**src/switch_pkg.sv**
```systemverilog
package switch_pkg;

    localparam int NUM_PORTS       = 4;
    localparam int MAX_FRAME_BYTES = 64;
    localparam int RX_FIFO_BYTES   = 128;
    localparam int TX_FIFO_BYTES   = 128;
    localparam int HASH_BITS       = 4;

    // address widths of the byte stores
    localparam int FRAME_AW = $clog2(MAX_FRAME_BYTES);
    localparam int RX_AW    = $clog2(RX_FIFO_BYTES);
    localparam int TX_AW    = $clog2(TX_FIFO_BYTES);

    localparam logic [47:0] BCAST_MAC = 48'hffff_ffff_ffff;

    typedef logic [7:0]             byte_t;
    typedef logic [1:0]             port_id_t;
    typedef logic [NUM_PORTS-1:0]   port_map_t;
    typedef logic [47:0]            mac_addr_t;
    typedef logic [FRAME_AW:0]      frame_len_t;
    typedef logic [HASH_BITS-1:0]   hash_t;

    // one extra bit so full and empty differ
    typedef logic [RX_AW:0]         rx_ptr_t;
    typedef logic [TX_AW:0]         tx_ptr_t;

    typedef struct packed {
        logic  dv;
        logic  er;
        byte_t data;
    } gmii_rx_t;

    typedef struct packed {
        logic  en;
        byte_t data;
    } gmii_tx_t;

    typedef struct packed {
        byte_t    data;
        logic     last;
        port_id_t src_port;
    } frame_beat_t;

    typedef struct packed {
        mac_addr_t dmac;
        mac_addr_t smac;
        port_id_t  src_port;
    } lookup_req_t;

    typedef struct packed {
        port_map_t port_map;
    } lookup_resp_t;

    typedef enum logic [1:0] {
        FP_RECV,
        FP_LOOKUP,
        FP_WAIT_ROOM,
        FP_SEND
    } fp_state_e;

endpackage
```
**src/mac_table.sv**
```systemverilog
`timescale 1ns/100ps

module mac_table (
    input  logic                     clk,
    input  logic                     i_rst_n,
    input  logic                     i_lookup_req,
    input  switch_pkg::lookup_req_t  i_lookup,
    output logic                     o_lookup_ack,
    output switch_pkg::lookup_resp_t o_lookup
);
    import switch_pkg::*;

    logic [2**HASH_BITS-1:0] tbl_valid;
    mac_addr_t               tbl_mac  [2**HASH_BITS];
    port_id_t                tbl_port [2**HASH_BITS];
    hash_t                   d_idx;
    hash_t                   s_idx;
    logic                    hit;
    logic                    learn;
    port_map_t               src_bit;
    port_map_t               map;
    logic                    ack_q;
    lookup_resp_t            resp_q;

    // fold the six octets together
    function automatic hash_t mac_hash(input mac_addr_t mac);
        byte_t x;
        x = '0;
        for (int k = 0; k < 6; k++) begin
            x = x ^ mac[8*k +: 8];
        end
        return x[HASH_BITS-1:0];
    endfunction

    always_comb begin
        d_idx   = mac_hash(i_lookup.dmac);
        s_idx   = mac_hash(i_lookup.smac);
        learn   = i_lookup_req && (i_lookup.smac != BCAST_MAC);
        src_bit = port_map_t'(1) << i_lookup.src_port;
        hit     = tbl_valid[d_idx] && (tbl_mac[d_idx] == i_lookup.dmac)
                  && (i_lookup.dmac != BCAST_MAC);
        if (hit) begin
            map = (port_map_t'(1) << tbl_port[d_idx]) & ~src_bit;
        end else begin
            map = ~src_bit;
        end
    end

    always_ff @(posedge clk) begin
        if (!i_rst_n) begin
            tbl_valid <= '0;
            ack_q     <= 1'b0;
        end else begin
            ack_q <= i_lookup_req;
            if (learn) begin
                tbl_valid[s_idx] <= 1'b1;
            end
        end
    end

    // map is taken from the old contents, learning lands at the same edge
    always_ff @(posedge clk) begin
        if (learn) begin
            tbl_mac[s_idx]  <= i_lookup.smac;
            tbl_port[s_idx] <= i_lookup.src_port;
        end
        if (i_lookup_req) begin
            resp_q.port_map <= map;
        end
    end

    assign o_lookup_ack = ack_q;
    assign o_lookup     = resp_q;

endmodule

```
**config.mk**
```make
export PLATFORM = sky130hd
export DESIGN_NAME = mac_table
export DESIGN_NICKNAME = d
export VERILOG_FILES = /design/src/switch_pkg.sv /design/src/mac_table.sv
export SDC_FILE = /design/constraint.sdc
export NUM_CORES = 1
export LEC_CHECK = 0
export ABC_AREA = 1
export BUFFER_PORTS_ARGS = -buffer_cell sky130_fd_sc_hd__buf_4
export CAP_MARGIN = 25
export CORE_ASPECT_RATIO = 1.25
export CORE_UTILIZATION = 50
export CTS_CLUSTER_DIAMETER = 30
export DETAILED_ROUTE_END_ITERATION = 10
export PLACE_DENSITY = 0.66
export SETUP_SLACK_MARGIN = 0.5
export SLEW_MARGIN = 20
export SYNTH_ARGS = -nofsm -noshare
export SYNTH_HDL_FRONTEND = slang
export SYNTH_SLANG_ARGS = --single-unit
```
**constraint.sdc**
```tcl
create_clock -name clk -period 6.4 [get_ports clk]
set_input_delay 0.32 -clock clk [delete_from_list [all_inputs] [get_ports clk]]
set_output_delay 0.32 -clock clk [all_outputs]
set_load 0.005 [all_outputs]
```
# Yosys cells after proc, flatten, opt, wreduce, memory -nomap -nowiden

Memory sizes are Yosys's and may differ from the RTL's.
Cells that the tools add are included.

Register bits after elaboration: 21
Memory bits (writable): 800
Memories: 2

Memory list:

| memory   | depth | width | rd ports | clocked after memory_dff | write ports | line            | text |
|---|---|---|---|---|---|---|---|
| tbl_mac  | 16    | 48    | 1        | 0                        | 1           | mac_table.sv:14 | `mac_addr_t tbl_mac [2**HASH_BITS];` |
| tbl_port | 16    | 2     | 1        | 0                        | 1           | mac_table.sv:15 | `port_id_t tbl_port [2**HASH_BITS];` |

Magnitude comparators: 3
Equality and inequality tests: 3
Shift-type cells: 2
Mux-type cells: 7
Bitwise operators: 13
Reductions and logical operators: 4

Operators by type and width:

| cell                                                                                | count |
|---|---|
| 48-bit != test, second input constant                                               | 2 |
| 48-bit == test                                                                      | 1 |
| 4-bit bitwise XOR                                                                   | 10 |
| 16-bit bitwise OR                                                                   | 1 |
| 4-bit by 5-bit less-than comparator with 1-bit output, second input constant        | 2 |
| 1-bit by 2-bit left shift with 4-bit output, first input constant                   | 2 |
| 4-bit bitwise AND                                                                   | 1 |
| 1-bit binary-select mux with 4-bit select                                           | 1 |
| 1-bit demux with 4-bit select                                                       | 1 |
| 4-bit by 1-bit greater-or-equal comparator with 1-bit output, second input constant | 1 |
| 1-bit logical AND                                                                   | 4 |
| 1-bit 2-to-1 mux                                                                    | 4 |
| 4-bit 2-to-1 mux                                                                    | 1 |
| 4-bit NOT                                                                           | 1 |

# Logic depth before layout (Yosys ltp)

Gate-level depths: netlist of run 1.

Depth after elaboration: 10
Gate-level depth with buffers: 24
Gate-level depth less buffers: 23

# Least setup slack after synthesis of run 1

OpenSTA, ideal clock, no wires.

Kind: in2reg
Start: input port i_lookup[4] (netlist bit)
End: memory tbl_mac[12][0] (netlist bit) (enable)
Setup time: 522 ps
Arrival time: 4403 ps
Path slack: 1476 ps
Cell stages on the path: 6
Buffers on the path: 0
Cell sequence: xor2_1 > xor2_1 > xnor2_1 > inv_1 > nand2_1 > nor3_1

Cells in the longest elaborated chain, start to end: 5

RTL lines:

| item                                                   | line            | text |
|---|---|---|
| start: declaration                                     | mac_table.sv:7  | `input switch_pkg::lookup_req_t i_lookup,` |
| branches (longest 5 deep; another with 48-bit != test) | --              |  |
| end: declaration                                       | mac_table.sv:14 |  |

Several ways; the timed one is not identified.

# Worst setup path in the final report of run 1

Start: input port i_lookup[74] (netlist bit)
End: register resp_q (netlist bit o_lookup[0]) (data pin)

Cells in the longest elaborated chain, start to end: 8

RTL lines:

| item                                                                                 | line            | text |
|---|---|---|
| 4-bit bitwise XOR (3 in series)                                                      | mac_table.sv:30 | `x = x ^ mac[8*k +: 8];` |
| memory read 16 x 48 bit or 1-bit binary-select mux with 4-bit select (tied branches) | --              |  |
| 48-bit == test or 1-bit 2-to-1 mux (tied branches)                                   | mac_table.sv:40 | `hit = tbl_valid[d_idx] && (tbl_mac[d_idx] == i_lookup.dmac)` |
| 1-bit logical AND                                                                    | mac_table.sv:40 |  |
| 1-bit logical AND                                                                    | mac_table.sv:41 | `&& (i_lookup.dmac != BCAST_MAC);` |
| 4-bit 2-to-1 mux (*)                                                                 | mac_table.sv:42 | `if (hit) begin` |
| via map[0]                                                                           | mac_table.sv:21 | `port_map_t map;` |
| end: declaration                                                                     | mac_table.sv:23 | `lookup_resp_t resp_q;` |

Mark *: on every way through the listed nets, which the timed path passes. The rest lies on a longest branch. The select of a mux whose other input is x is not followed.
A chain may end at the register's enable or synchronous reset.

==> results of run 1 <==
-- tightest hold or removal path, stage by stage --
cell and delay [ns]:
buf_4 0.11, nand2_1 0.05, nand4_1 0.07, nor2_1 0.06
nand2_1 0.05, nor2_1 0.07, nand3_1 0.09, nand2_1 0.04
inv_1 0.05
-- power breakdown --
| part | internal, uW | switching [uW] | total, uW |
|---|---|---|---|
| clock network | 4690 | 2520 | 7210 |
| logic | 754 | 1960 | 2710 |
| registers | 6460 | 120 | 6580 |
| total | 11900 | 4600 | 16500 |
-- cells in the final DEF, fill, tap and decap left out, drive strengths merged --
cell type / Yosys / final
a21oi: 2 / 2
o211ai: 3 / 3
inv: 71 / 65
bufinv: 0 / 14
xor2: 17 / 17
nor4: 6 / 6
nand3b: 21 / 21
edfxtp: 804 / 804
buf: 115 / 149
o21ai: 10 / 10
clkinvlp: 0 / 11
nand2: 736 / 736
dlygate4sd3: 0 / 52
clkbuf: 80 / 168
diode: 0 / 2
nor2: 83 / 83
nor3: 1 / 1
nand4: 24 / 24
nand3: 994 / 994
o21a: 12 / 12
o311ai: 6 / 6
dfxtp: 17 / 17
xnor2: 11 / 11
clkinv: 1 / 63
o32ai: 2 / 2
-- how the worst max path moves through the flow --
stage                                 to    startpoint  cells past startpoint  slack, ns
after floorplan           tbl_mac[12][0]   i_lookup[4]                      6       1.48
after global placement       o_lookup[0]  i_lookup[58]                     24       2.05
after detailed placement     o_lookup[3]  i_lookup[58]                     24       2.04
after global routing         o_lookup[2]  i_lookup[90]                     25       2.44
final                        o_lookup[0]  i_lookup[74]                     24       2.72
after CTS                    o_lookup[3]  i_lookup[58]                     24       2.80
-- through the flow --
stage	setup slack, ns	cells	area (sq um)
after floorplan	1.48	3016	34500
after global placement	2.05	3839	36100
after detailed placement	2.04	3842	36100
after CTS	2.80	4143	41200
after global routing	2.44	4144	41200
final	2.72	4145	41300
-- layout make-up --
class / count / area (sq um) / share of cell area
clock buffer: 168 / 3710 / 0.0901
sequential: 821 / 24500 / 0.594
timing repair buffer: 201 / 1820 / 0.0442
tap: 872 / 1090 / 0.0264
antenna: 2 / 5.00 / 0.000121
clock inverter: 81 / 863 / 0.0209
multi-input combinational: 1928 / 8980 / 0.218
inverter: 72 / 292 / 0.00707
-- logic make-up after synthesis --
logic type             count (synthesis)  share of synthesized area
AND/OR/NAND/NOR                     1865                      0.243
XOR/XNOR                              28                    0.00711
AO/OA/AOI/OAI                         35                    0.00703
buffers and inverters                267                     0.0330
flip-flops                           821                      0.709
-- flip-flops by register name, indices dropped and copies added (netlist names) --
register      flops
tbl_valid        16
o_lookup_ack      1
o_lookup          4
tbl_mac         768
tbl_port         32
-- routing by layer --
layer  track usage  share of wire  vias to the layer above
li1              -              -                    11200
met1         0.404           0.38                    12400
met2         0.472           0.47                     1624
met3        0.0593           0.11                      281
met4         0.149          0.042                       10
met5             0        0.00070                        -
-- what timing repair did --
item | in CTS | in global routing
endpoints found under the hold margin | 821 | 0
buffers inserted | 0 | 0
hold buffers | 52 | 0
==> results, run 1 <==
- The run finished with clean final reports.
- The largest buffer count on any clock path is 3.
- For the final database, setup skew stands at roughly 0.02 ns.
- The post-detailed-placement half-perimeter wirelength is approximately 56000 um.
- In this run, the number of DRC markers left after iteration 0 of detailed routing was roughly 3400.
- The sink of the worst hold path is o_lookup[2].
- After clock tree synthesis, the repair step resized 0 gates.
- Of all cell types, the one taking the most synthesized area is edfxtp_1.
- The core area is between 60000 and 70000 sq um.
- The number of distinct library cells after synthesis is 26.
- Along the worst path, the maximum fanout reaches about 60.
- The first global-routing pass estimated 155000 um of wire.
- Headroom to the max-slew limit came out at 0.280.
- The total power is 16500 uW.
- The count of buffering cells on the critical path with inverters included is 5.
- The worst register-to-register path ends at o_lookup[0].
- After floorplanning, the core was divided into roughly 110 placement rows.
- Measured along the x axis, the die boundary spans 237 um.
- Measured on the finished design, the core utilization comes to 0.604.
- The data arrival time of the critical path is 4.16 ns.
- The die covers 70100 sq um.
- In the final layout, the share of cells above drive strength 1 is 0.116.
- After clock tree synthesis, the clock-pin slew on the worst setup and hold paths is roughly 0.050 ns.
- The cell with the most instances after synthesis is nand3_1.
- For this run, the total global-route usage over all layers was measured as 0.301.
- The maximum number of pins on one net before global-route repair is 160.
- Ranked by instance count, the synthesized netlist is headed by nand3_1, edfxtp_1, nand2_1, buf_2, nor2_1.
- The number of nets produced by synthesis is 3117.
- Measured in cells, the most critical reg-to-reg path has a length of 15.
- The slack of the worst reg-to-reg path is 4.04 ns.
- The critical path endpoint category is a flop.
- The die is approximately 300 um tall.
- The leakage power is around 0.015 uW.
- Clock tree synthesis found a total of a little over 800 sinks.
- The clock reaches the later pin of the worst-skew pair after about 0.72 ns.
- The final number of max-transition violations is 0.
- Across all hold checks on the routed design, the worst slack comes to around 0.30 ns.
- In this run the most critical hold path is launched from i_lookup[57].
- For this run, the slowest stage of the critical path takes roughly 0.55 ns.
- The worst hold path was traced through 9 stages.
- The cell with the largest stage delay on the worst path is inv_4.
- The number of endpoints with negative hold slack in the final report is 0.
- The overall via count from detail_route is approximately 25000.
- Before antenna repair, the detailed router went through 7 iterations.
- The data required time of the worst path is about 7 ns.
- The overflow left after global routing is 0.
- The min-delay analysis places its worst path in the category in2reg.
- The number of antenna violations at the first check in global routing is 8.
- The synthesized instance count is approximately 3000.
- The initial utilization of the core area, before any placement, comes to 0.505.
- The mapped netlist covers 34500 sq um.
- During I/O placement, the number of pins put on the boundary was 106.
- The DRC violations left is 0.
- The post-route minimum period is roughly 3.7 ns.
- In the routed layout, each cell is associated on average with a via count of a little over 6.
- The mean post-synth cell area is around 11 sq um.
- The routed design has between 100000 and 150000 um of wire.
- The number of levels the H-tree was split into is 4.
- During placement, the flow inserted port buffers numbering around 110.
- Setup repair after global routing left no endpoint under its margin.
- The origin of the critical flop-to-flop path is tbl_mac[2][33].
- TritonCTS built the clock tree.
- The TritonCTS buffer count is approximately 140.
- STA classifies the critical path startpoint as a primary input.
- The area growth from synthesis to layout is 19.5%.
- The top flip-flop cell by instance count after synthesis is edfxtp_1.
- The detail route stage leaves a number of antenna-violating nets equal to 0.
- The portion of the clock cycle consumed by the worst path in the final layout is 0.575.
- Setup violations remaining at the end of the flow were counted as 0.
- The slew at the pin with the worst max-slew slack is approximately 1.1 ns.
- The number of storage elements in the synthesis netlist is about 800.
- The total power per unit cell area is around 400 nW/um^2.
- The share of synthesized area in the top cell type comes to 0.700.
- The via count of the first global-routing pass is ~25000.
- Counting flops with a built-in enable in the synthesized netlist gives 804.
- The dominant delay contributor by cell family on the critical path is simple AND/OR/NAND/NOR gates.
- The setup path with the least slack is of type in2reg.
- Walking the worst path, the cells encountered are buf_4 -> nand2_1 -> inv_1 -> nor2_1 -> nand2_1 -> nand3_4 -> nand2_4 -> inv_4 -> buf_12 -> nand2_1 -> nand3_1 -> nand3_1 -> nand3_1 -> nand2_1 -> nand2_1 -> nand2_1 -> nor2_1 -> nand2_1 -> nor2_1 -> nand2_1 -> nor2_2 -> nand3_1 -> nand2_1 -> inv_1.
- The number of warnings reported in the yosys synthesis log is 0.
- The root cell of the clock tree is clkbuf_16.
- The accumulated negative setup slack is 0 ns.
- The number of nets at the end of the flow is ~3300.
- At the end of routability-driven placement, the weighted congestion stood at approximately 0.9.
- The cell that appears most often on the critical path is nand2_1.
- In the synthesized netlist the async set-or-reset flop fraction comes to 0.
- Static timing analysis puts the maximum clock frequency at ~270 MHz.
- In the final routed layout, each cell accounts on average for between 20 and 30 um.
- The total of max-cap violations is 0.
- The worst-case IR drop observed on VDD is 0.308 mV.
- The number of filler instances in the final layout is 5311.
- The sequential area share after synthesis is 0.709.
- Yosys attributes the largest share of cell area to edfxtp_1, nand3_1, nand2_1.
(Power assumes the default switching activity.)
==> run 2, diff against run 1 <==
ABC_AREA = 0   (was 1)
clock period = 3.5 ns   (was 6.4 ns; I/O delays follow)
==> run 2 against run 1 <==
Net effect:
- synthesized cell count is 26% lower
- largest power group unchanged
- routed wire length is 3.1% higher
- clock power is 82% higher
- count of clock-buffer cells in the layout is 15 lower
- total power is 110% higher
- critical path type unchanged
==> results, run 2 <==
- The total clock sinks is roughly 820.
- The utilization of the core after routing is 0.645.
- In the final routed layout, each cell accounts on average for 29.7 um.
- The post-route standard cell area excluding fillers is about 43000 sq um.
- The signal on the critical path passes through buf_4 -> xnor2_2 -> xnor3_4 -> buf_4 -> nor2_2 -> nand3_1 -> and3_4 -> or3_4 -> a2111oi_4 -> buf_4 -> nand4_1 -> and4b_2 -> a31oi_1.
- The setup violation total in the final timing report is 0.
- The largest buffer count on any clock path is 3.
- Derived from the worst setup path, the maximum achievable clock frequency is 334 MHz.
- In this run the critical register-to-register path is launched from tbl_mac[3][13].
- Of the total power, the share spent switching nets is 0.303.
- Setup repair after global routing could not meet its margin everywhere.
- The number of antenna violations at the first check in global routing is 2.
- Final hold analysis gives a worst-case slack of 0.175 ns.
- The share of final-layout standard cells stronger than drive strength 1 is 0.243.
- The share of total power dissipated in sequential elements is 0.352.
- Of the total power, combinational logic draws 0.265.
- The worst slew margin relative to its limit is 0.369.
- The global-route wire length before repair is approximately 150000 um.
- The TritonCTS buffer count is about 130.
- From synthesis to final layout, the design area changed by 27.1%.
- TritonCTS built the clock tree.
- The largest registers in the layout are tbl_mac (768), tbl_port (32), tbl_valid (16).
- In this run the power density over the cells is 790 nW/um^2.
- Yosys printed 0 warnings.
- The die is about 240 um wide.
- The run finished with clean final reports.
- When the netlist entered floorplanning its net count stood at between 2000 and 2500.
- The cell area reported after detailed placement is 37600 sq um.
- The data arrival time of the critical path is approximately 3.5 ns.
- Grouping stages by cell kind, the critical path spends the most delay in simple AND/OR/NAND/NOR gates.
- The number of enable flip-flop cells after synthesis is about 800.
- The leakage power is approximately 0.016 uW.
- The number of endpoints with negative hold slack in the final report came to 0.
- Each instance of the synthesized netlist takes up on average between 15 and 20 sq um.
- At the worst endpoint, the required time is just under 4 ns.
- The part of the power in the clock network is 0.383.
- The register with the most flip-flops in the layout has 768 of them.
- The most used flip-flop cell after synthesis is edfxtp_1.
- The post-synthesis async set-or-reset flop share is 0.
- The maximum number of pins on one net before global-route repair is 56.
- The register with the highest flop count is tbl_mac.
- The count of buffers added on input and output ports is approximately 110.
- At the end of the flow, the number of nets in the layout was 2764.
- In this run the vertical extent of the chip is about 290 um.
- Timing analysis after detailed placement gives a worst setup slack of -0.773 ns.
- In the routed design, unresolved DRC markers number 0.
- The detailed-routing iteration count for the pre-antenna-repair pass is 6.
- The site row count is between 100 and 150.
- The most frequent standard cell in the layout excluding fill and tap cells is edfxtp_1.
- The H-tree was split into 4 levels.
- The maximum fanout encountered on the critical timing path is 5.
- Dividing the final minimum period by the clock period gives 0.856.
- The number of distinct library cells after synthesis is 70.
- The most common cell in the synthesized netlist is edfxtp_1.
- The initial core utilization is 0.507.
- The number of ports placed on the die boundary is around 110.
- In this run the clock root is driven by a clkbuf_16.
- The worst path meets setup with around 0.5 ns of slack.
- The sequential area share after synthesis is 0.719.
- The path class of the tightest hold or removal check is in2reg.
- The type of the worst setup path is in2reg.
- The synthesized instance count is 2221.
- The worst setup path is launched from a primary input.
- The share of synthesized area in the top cell type comes to 0.709.
- The top cell type by total area after synthesis is edfxtp_1.
- By instance count, the cell type seen most on the critical path is buf_4.
- After routing, the total negative slack on setup checks comes to 0 ns.
- Cell internal power was estimated by the tool at 23800 uW.
- The global placement routability congestion is between 1 and 1.5.
- The maximum clock skew at final layout is between 0.02 and 0.03 ns.
- The detail route stage leaves a number of antenna-violating nets equal to 0.
- The die area is 69100 sq um.
- The overall routed net length is around 110000 um.
- For this run the aggregate overflow at the end of global routing stands at 0.
- The total net switching power is slightly above 10000 uW.
- The commonest cells after synthesis are edfxtp_1, nand2_1, mux2i_1, nand3_1, buf_2.
- The core area is 67100 sq um.
- The netlist area before placement is roughly 34000 sq um.
- The total of max-cap violations is 0.
- The hold path startpoint is i_lookup[96].
- The startpoint of the worst setup timing path is i_lookup[67].
- The post-detailed-placement half-perimeter wirelength is slightly below 70000 um.
- The slew at the pin with the worst max-slew slack is about 0.94 ns.
- The worst path in the final design needs a cycle of ~3 ns, including I/O delays and setup.
- Yosys attributes the largest share of cell area to edfxtp_1, mux2i_1, nand2_1.
- The critical path contains buffers and inverters numbering 3 combined.
- For this run, the slowest stage of the critical path takes approximately 0.6 ns.
- The worst ir drop on vdd is between 0.5 and 0.6 mV.
- The final number of max-transition violations is 0.
- The overall via count from detail_route is around 23000.
- The clock transition at the registers of the reported paths is approximately 0.05 ns.
- In the global route stage, overall resource usage came out at 0.312.
- After detailed routing, the number of vias per cell comes to 6.21.
- The DRC marker count from the first detailed-route iteration is about 2700.
- The critical path endpoint category is a flop.
- In the layout the commonest cells are edfxtp_1, nand2_1, buf_4.
- The number of storage elements in the synthesis netlist is between 800 and 900.
- The clock latency of the later-clocked register in the worst-skew pair is ~0.73 ns.
- The via count of the first global-routing pass came to approximately 22000.
- The cell with the largest stage delay on the worst path is xnor3_4.
[run 2: path summary, 6_finish.rpt]
kind / to / slack, ns / cells past startpoint
max: o_lookup[0] / 0.50 / 13
min: o_lookup[0] / 0.18 / 6
min reg2reg: tbl_valid[2] / 0.47 / 1
max reg2reg: o_lookup[0] / 0.69 / 8
[run 2: per-layer routing]
metal	up-vias	wire length [um]	track usage
met3	286	11900	0.0782
met4	0	5100	0.146
li1	9528	-	-
met1	11200	40600	0.406
met2	1482	50500	0.492
met5	-	0	0
[run 2: power groups by stage]
stage               logic [uW]  clock network [uW]  registers [uW]
floorplan                 4550                   0           12200
global placement          8240                   0           12200
detailed placement        8310                   0           12200
CTS                       8510               13200           12000
global route              9410               13600           12100
finish                    9060               13100           12000
[run 2: final cells by class]
class	count	area, sq um
inverter	2	7.51
fill	4749	23800
timing repair buffer	426	3970
clock inverter	85	1110
antenna	1	2.50
multi-input combinational	1280	9200
sequential	821	24500
clock buffer	153	3420
tap	864	1080
[run 2: tightest hold or removal path, delay by kind of cell]
family	cells	cell delay, ns
and+or+nand+nor	2	0.13
buffers and inverters	2	0.24
AOI/OAI and AO/OA	1	0.14
xor gates and xnor gates	1	0.07
[run 2: cells by family (layout without fill, tap and decap cells)]
| group | count (synthesis) | after routing | synth area share |
|---|---|---|---|
| AOI/OAI and AO/OA | 226 | 226 | 0.0513 |
| xor gates and xnor gates | 87 | 87 | 0.0268 |
| muxes | 294 | 294 | 0.0915 |
| and+or+nand+nor | 673 | 673 | 0.0879 |
| DFF | 821 | 821 | 0.719 |
| other | 0 | 1 | 0 |
| buffers and inverters | 120 | 666 | 0.0231 |
[run 2: timing repair]
action,4_1_cts,5_1_grt
gates resized for setup,14,46
endpoints found under the hold margin,814,0
pin swaps,3,18
hold buffers,52,0
cloned,1,4
endpoints found under the setup margin,4,4
buffers inserted,0,15
[run 2: per-stage QoR]
stage / power, uW / instances
after floorplan: 16700 / 2221
after global placement: 20400 / 3321
after detailed placement: 20500 / 3321
after CTS: 33700 / 3612
after global routing: 35100 / 3631
final: 34200 / 3632
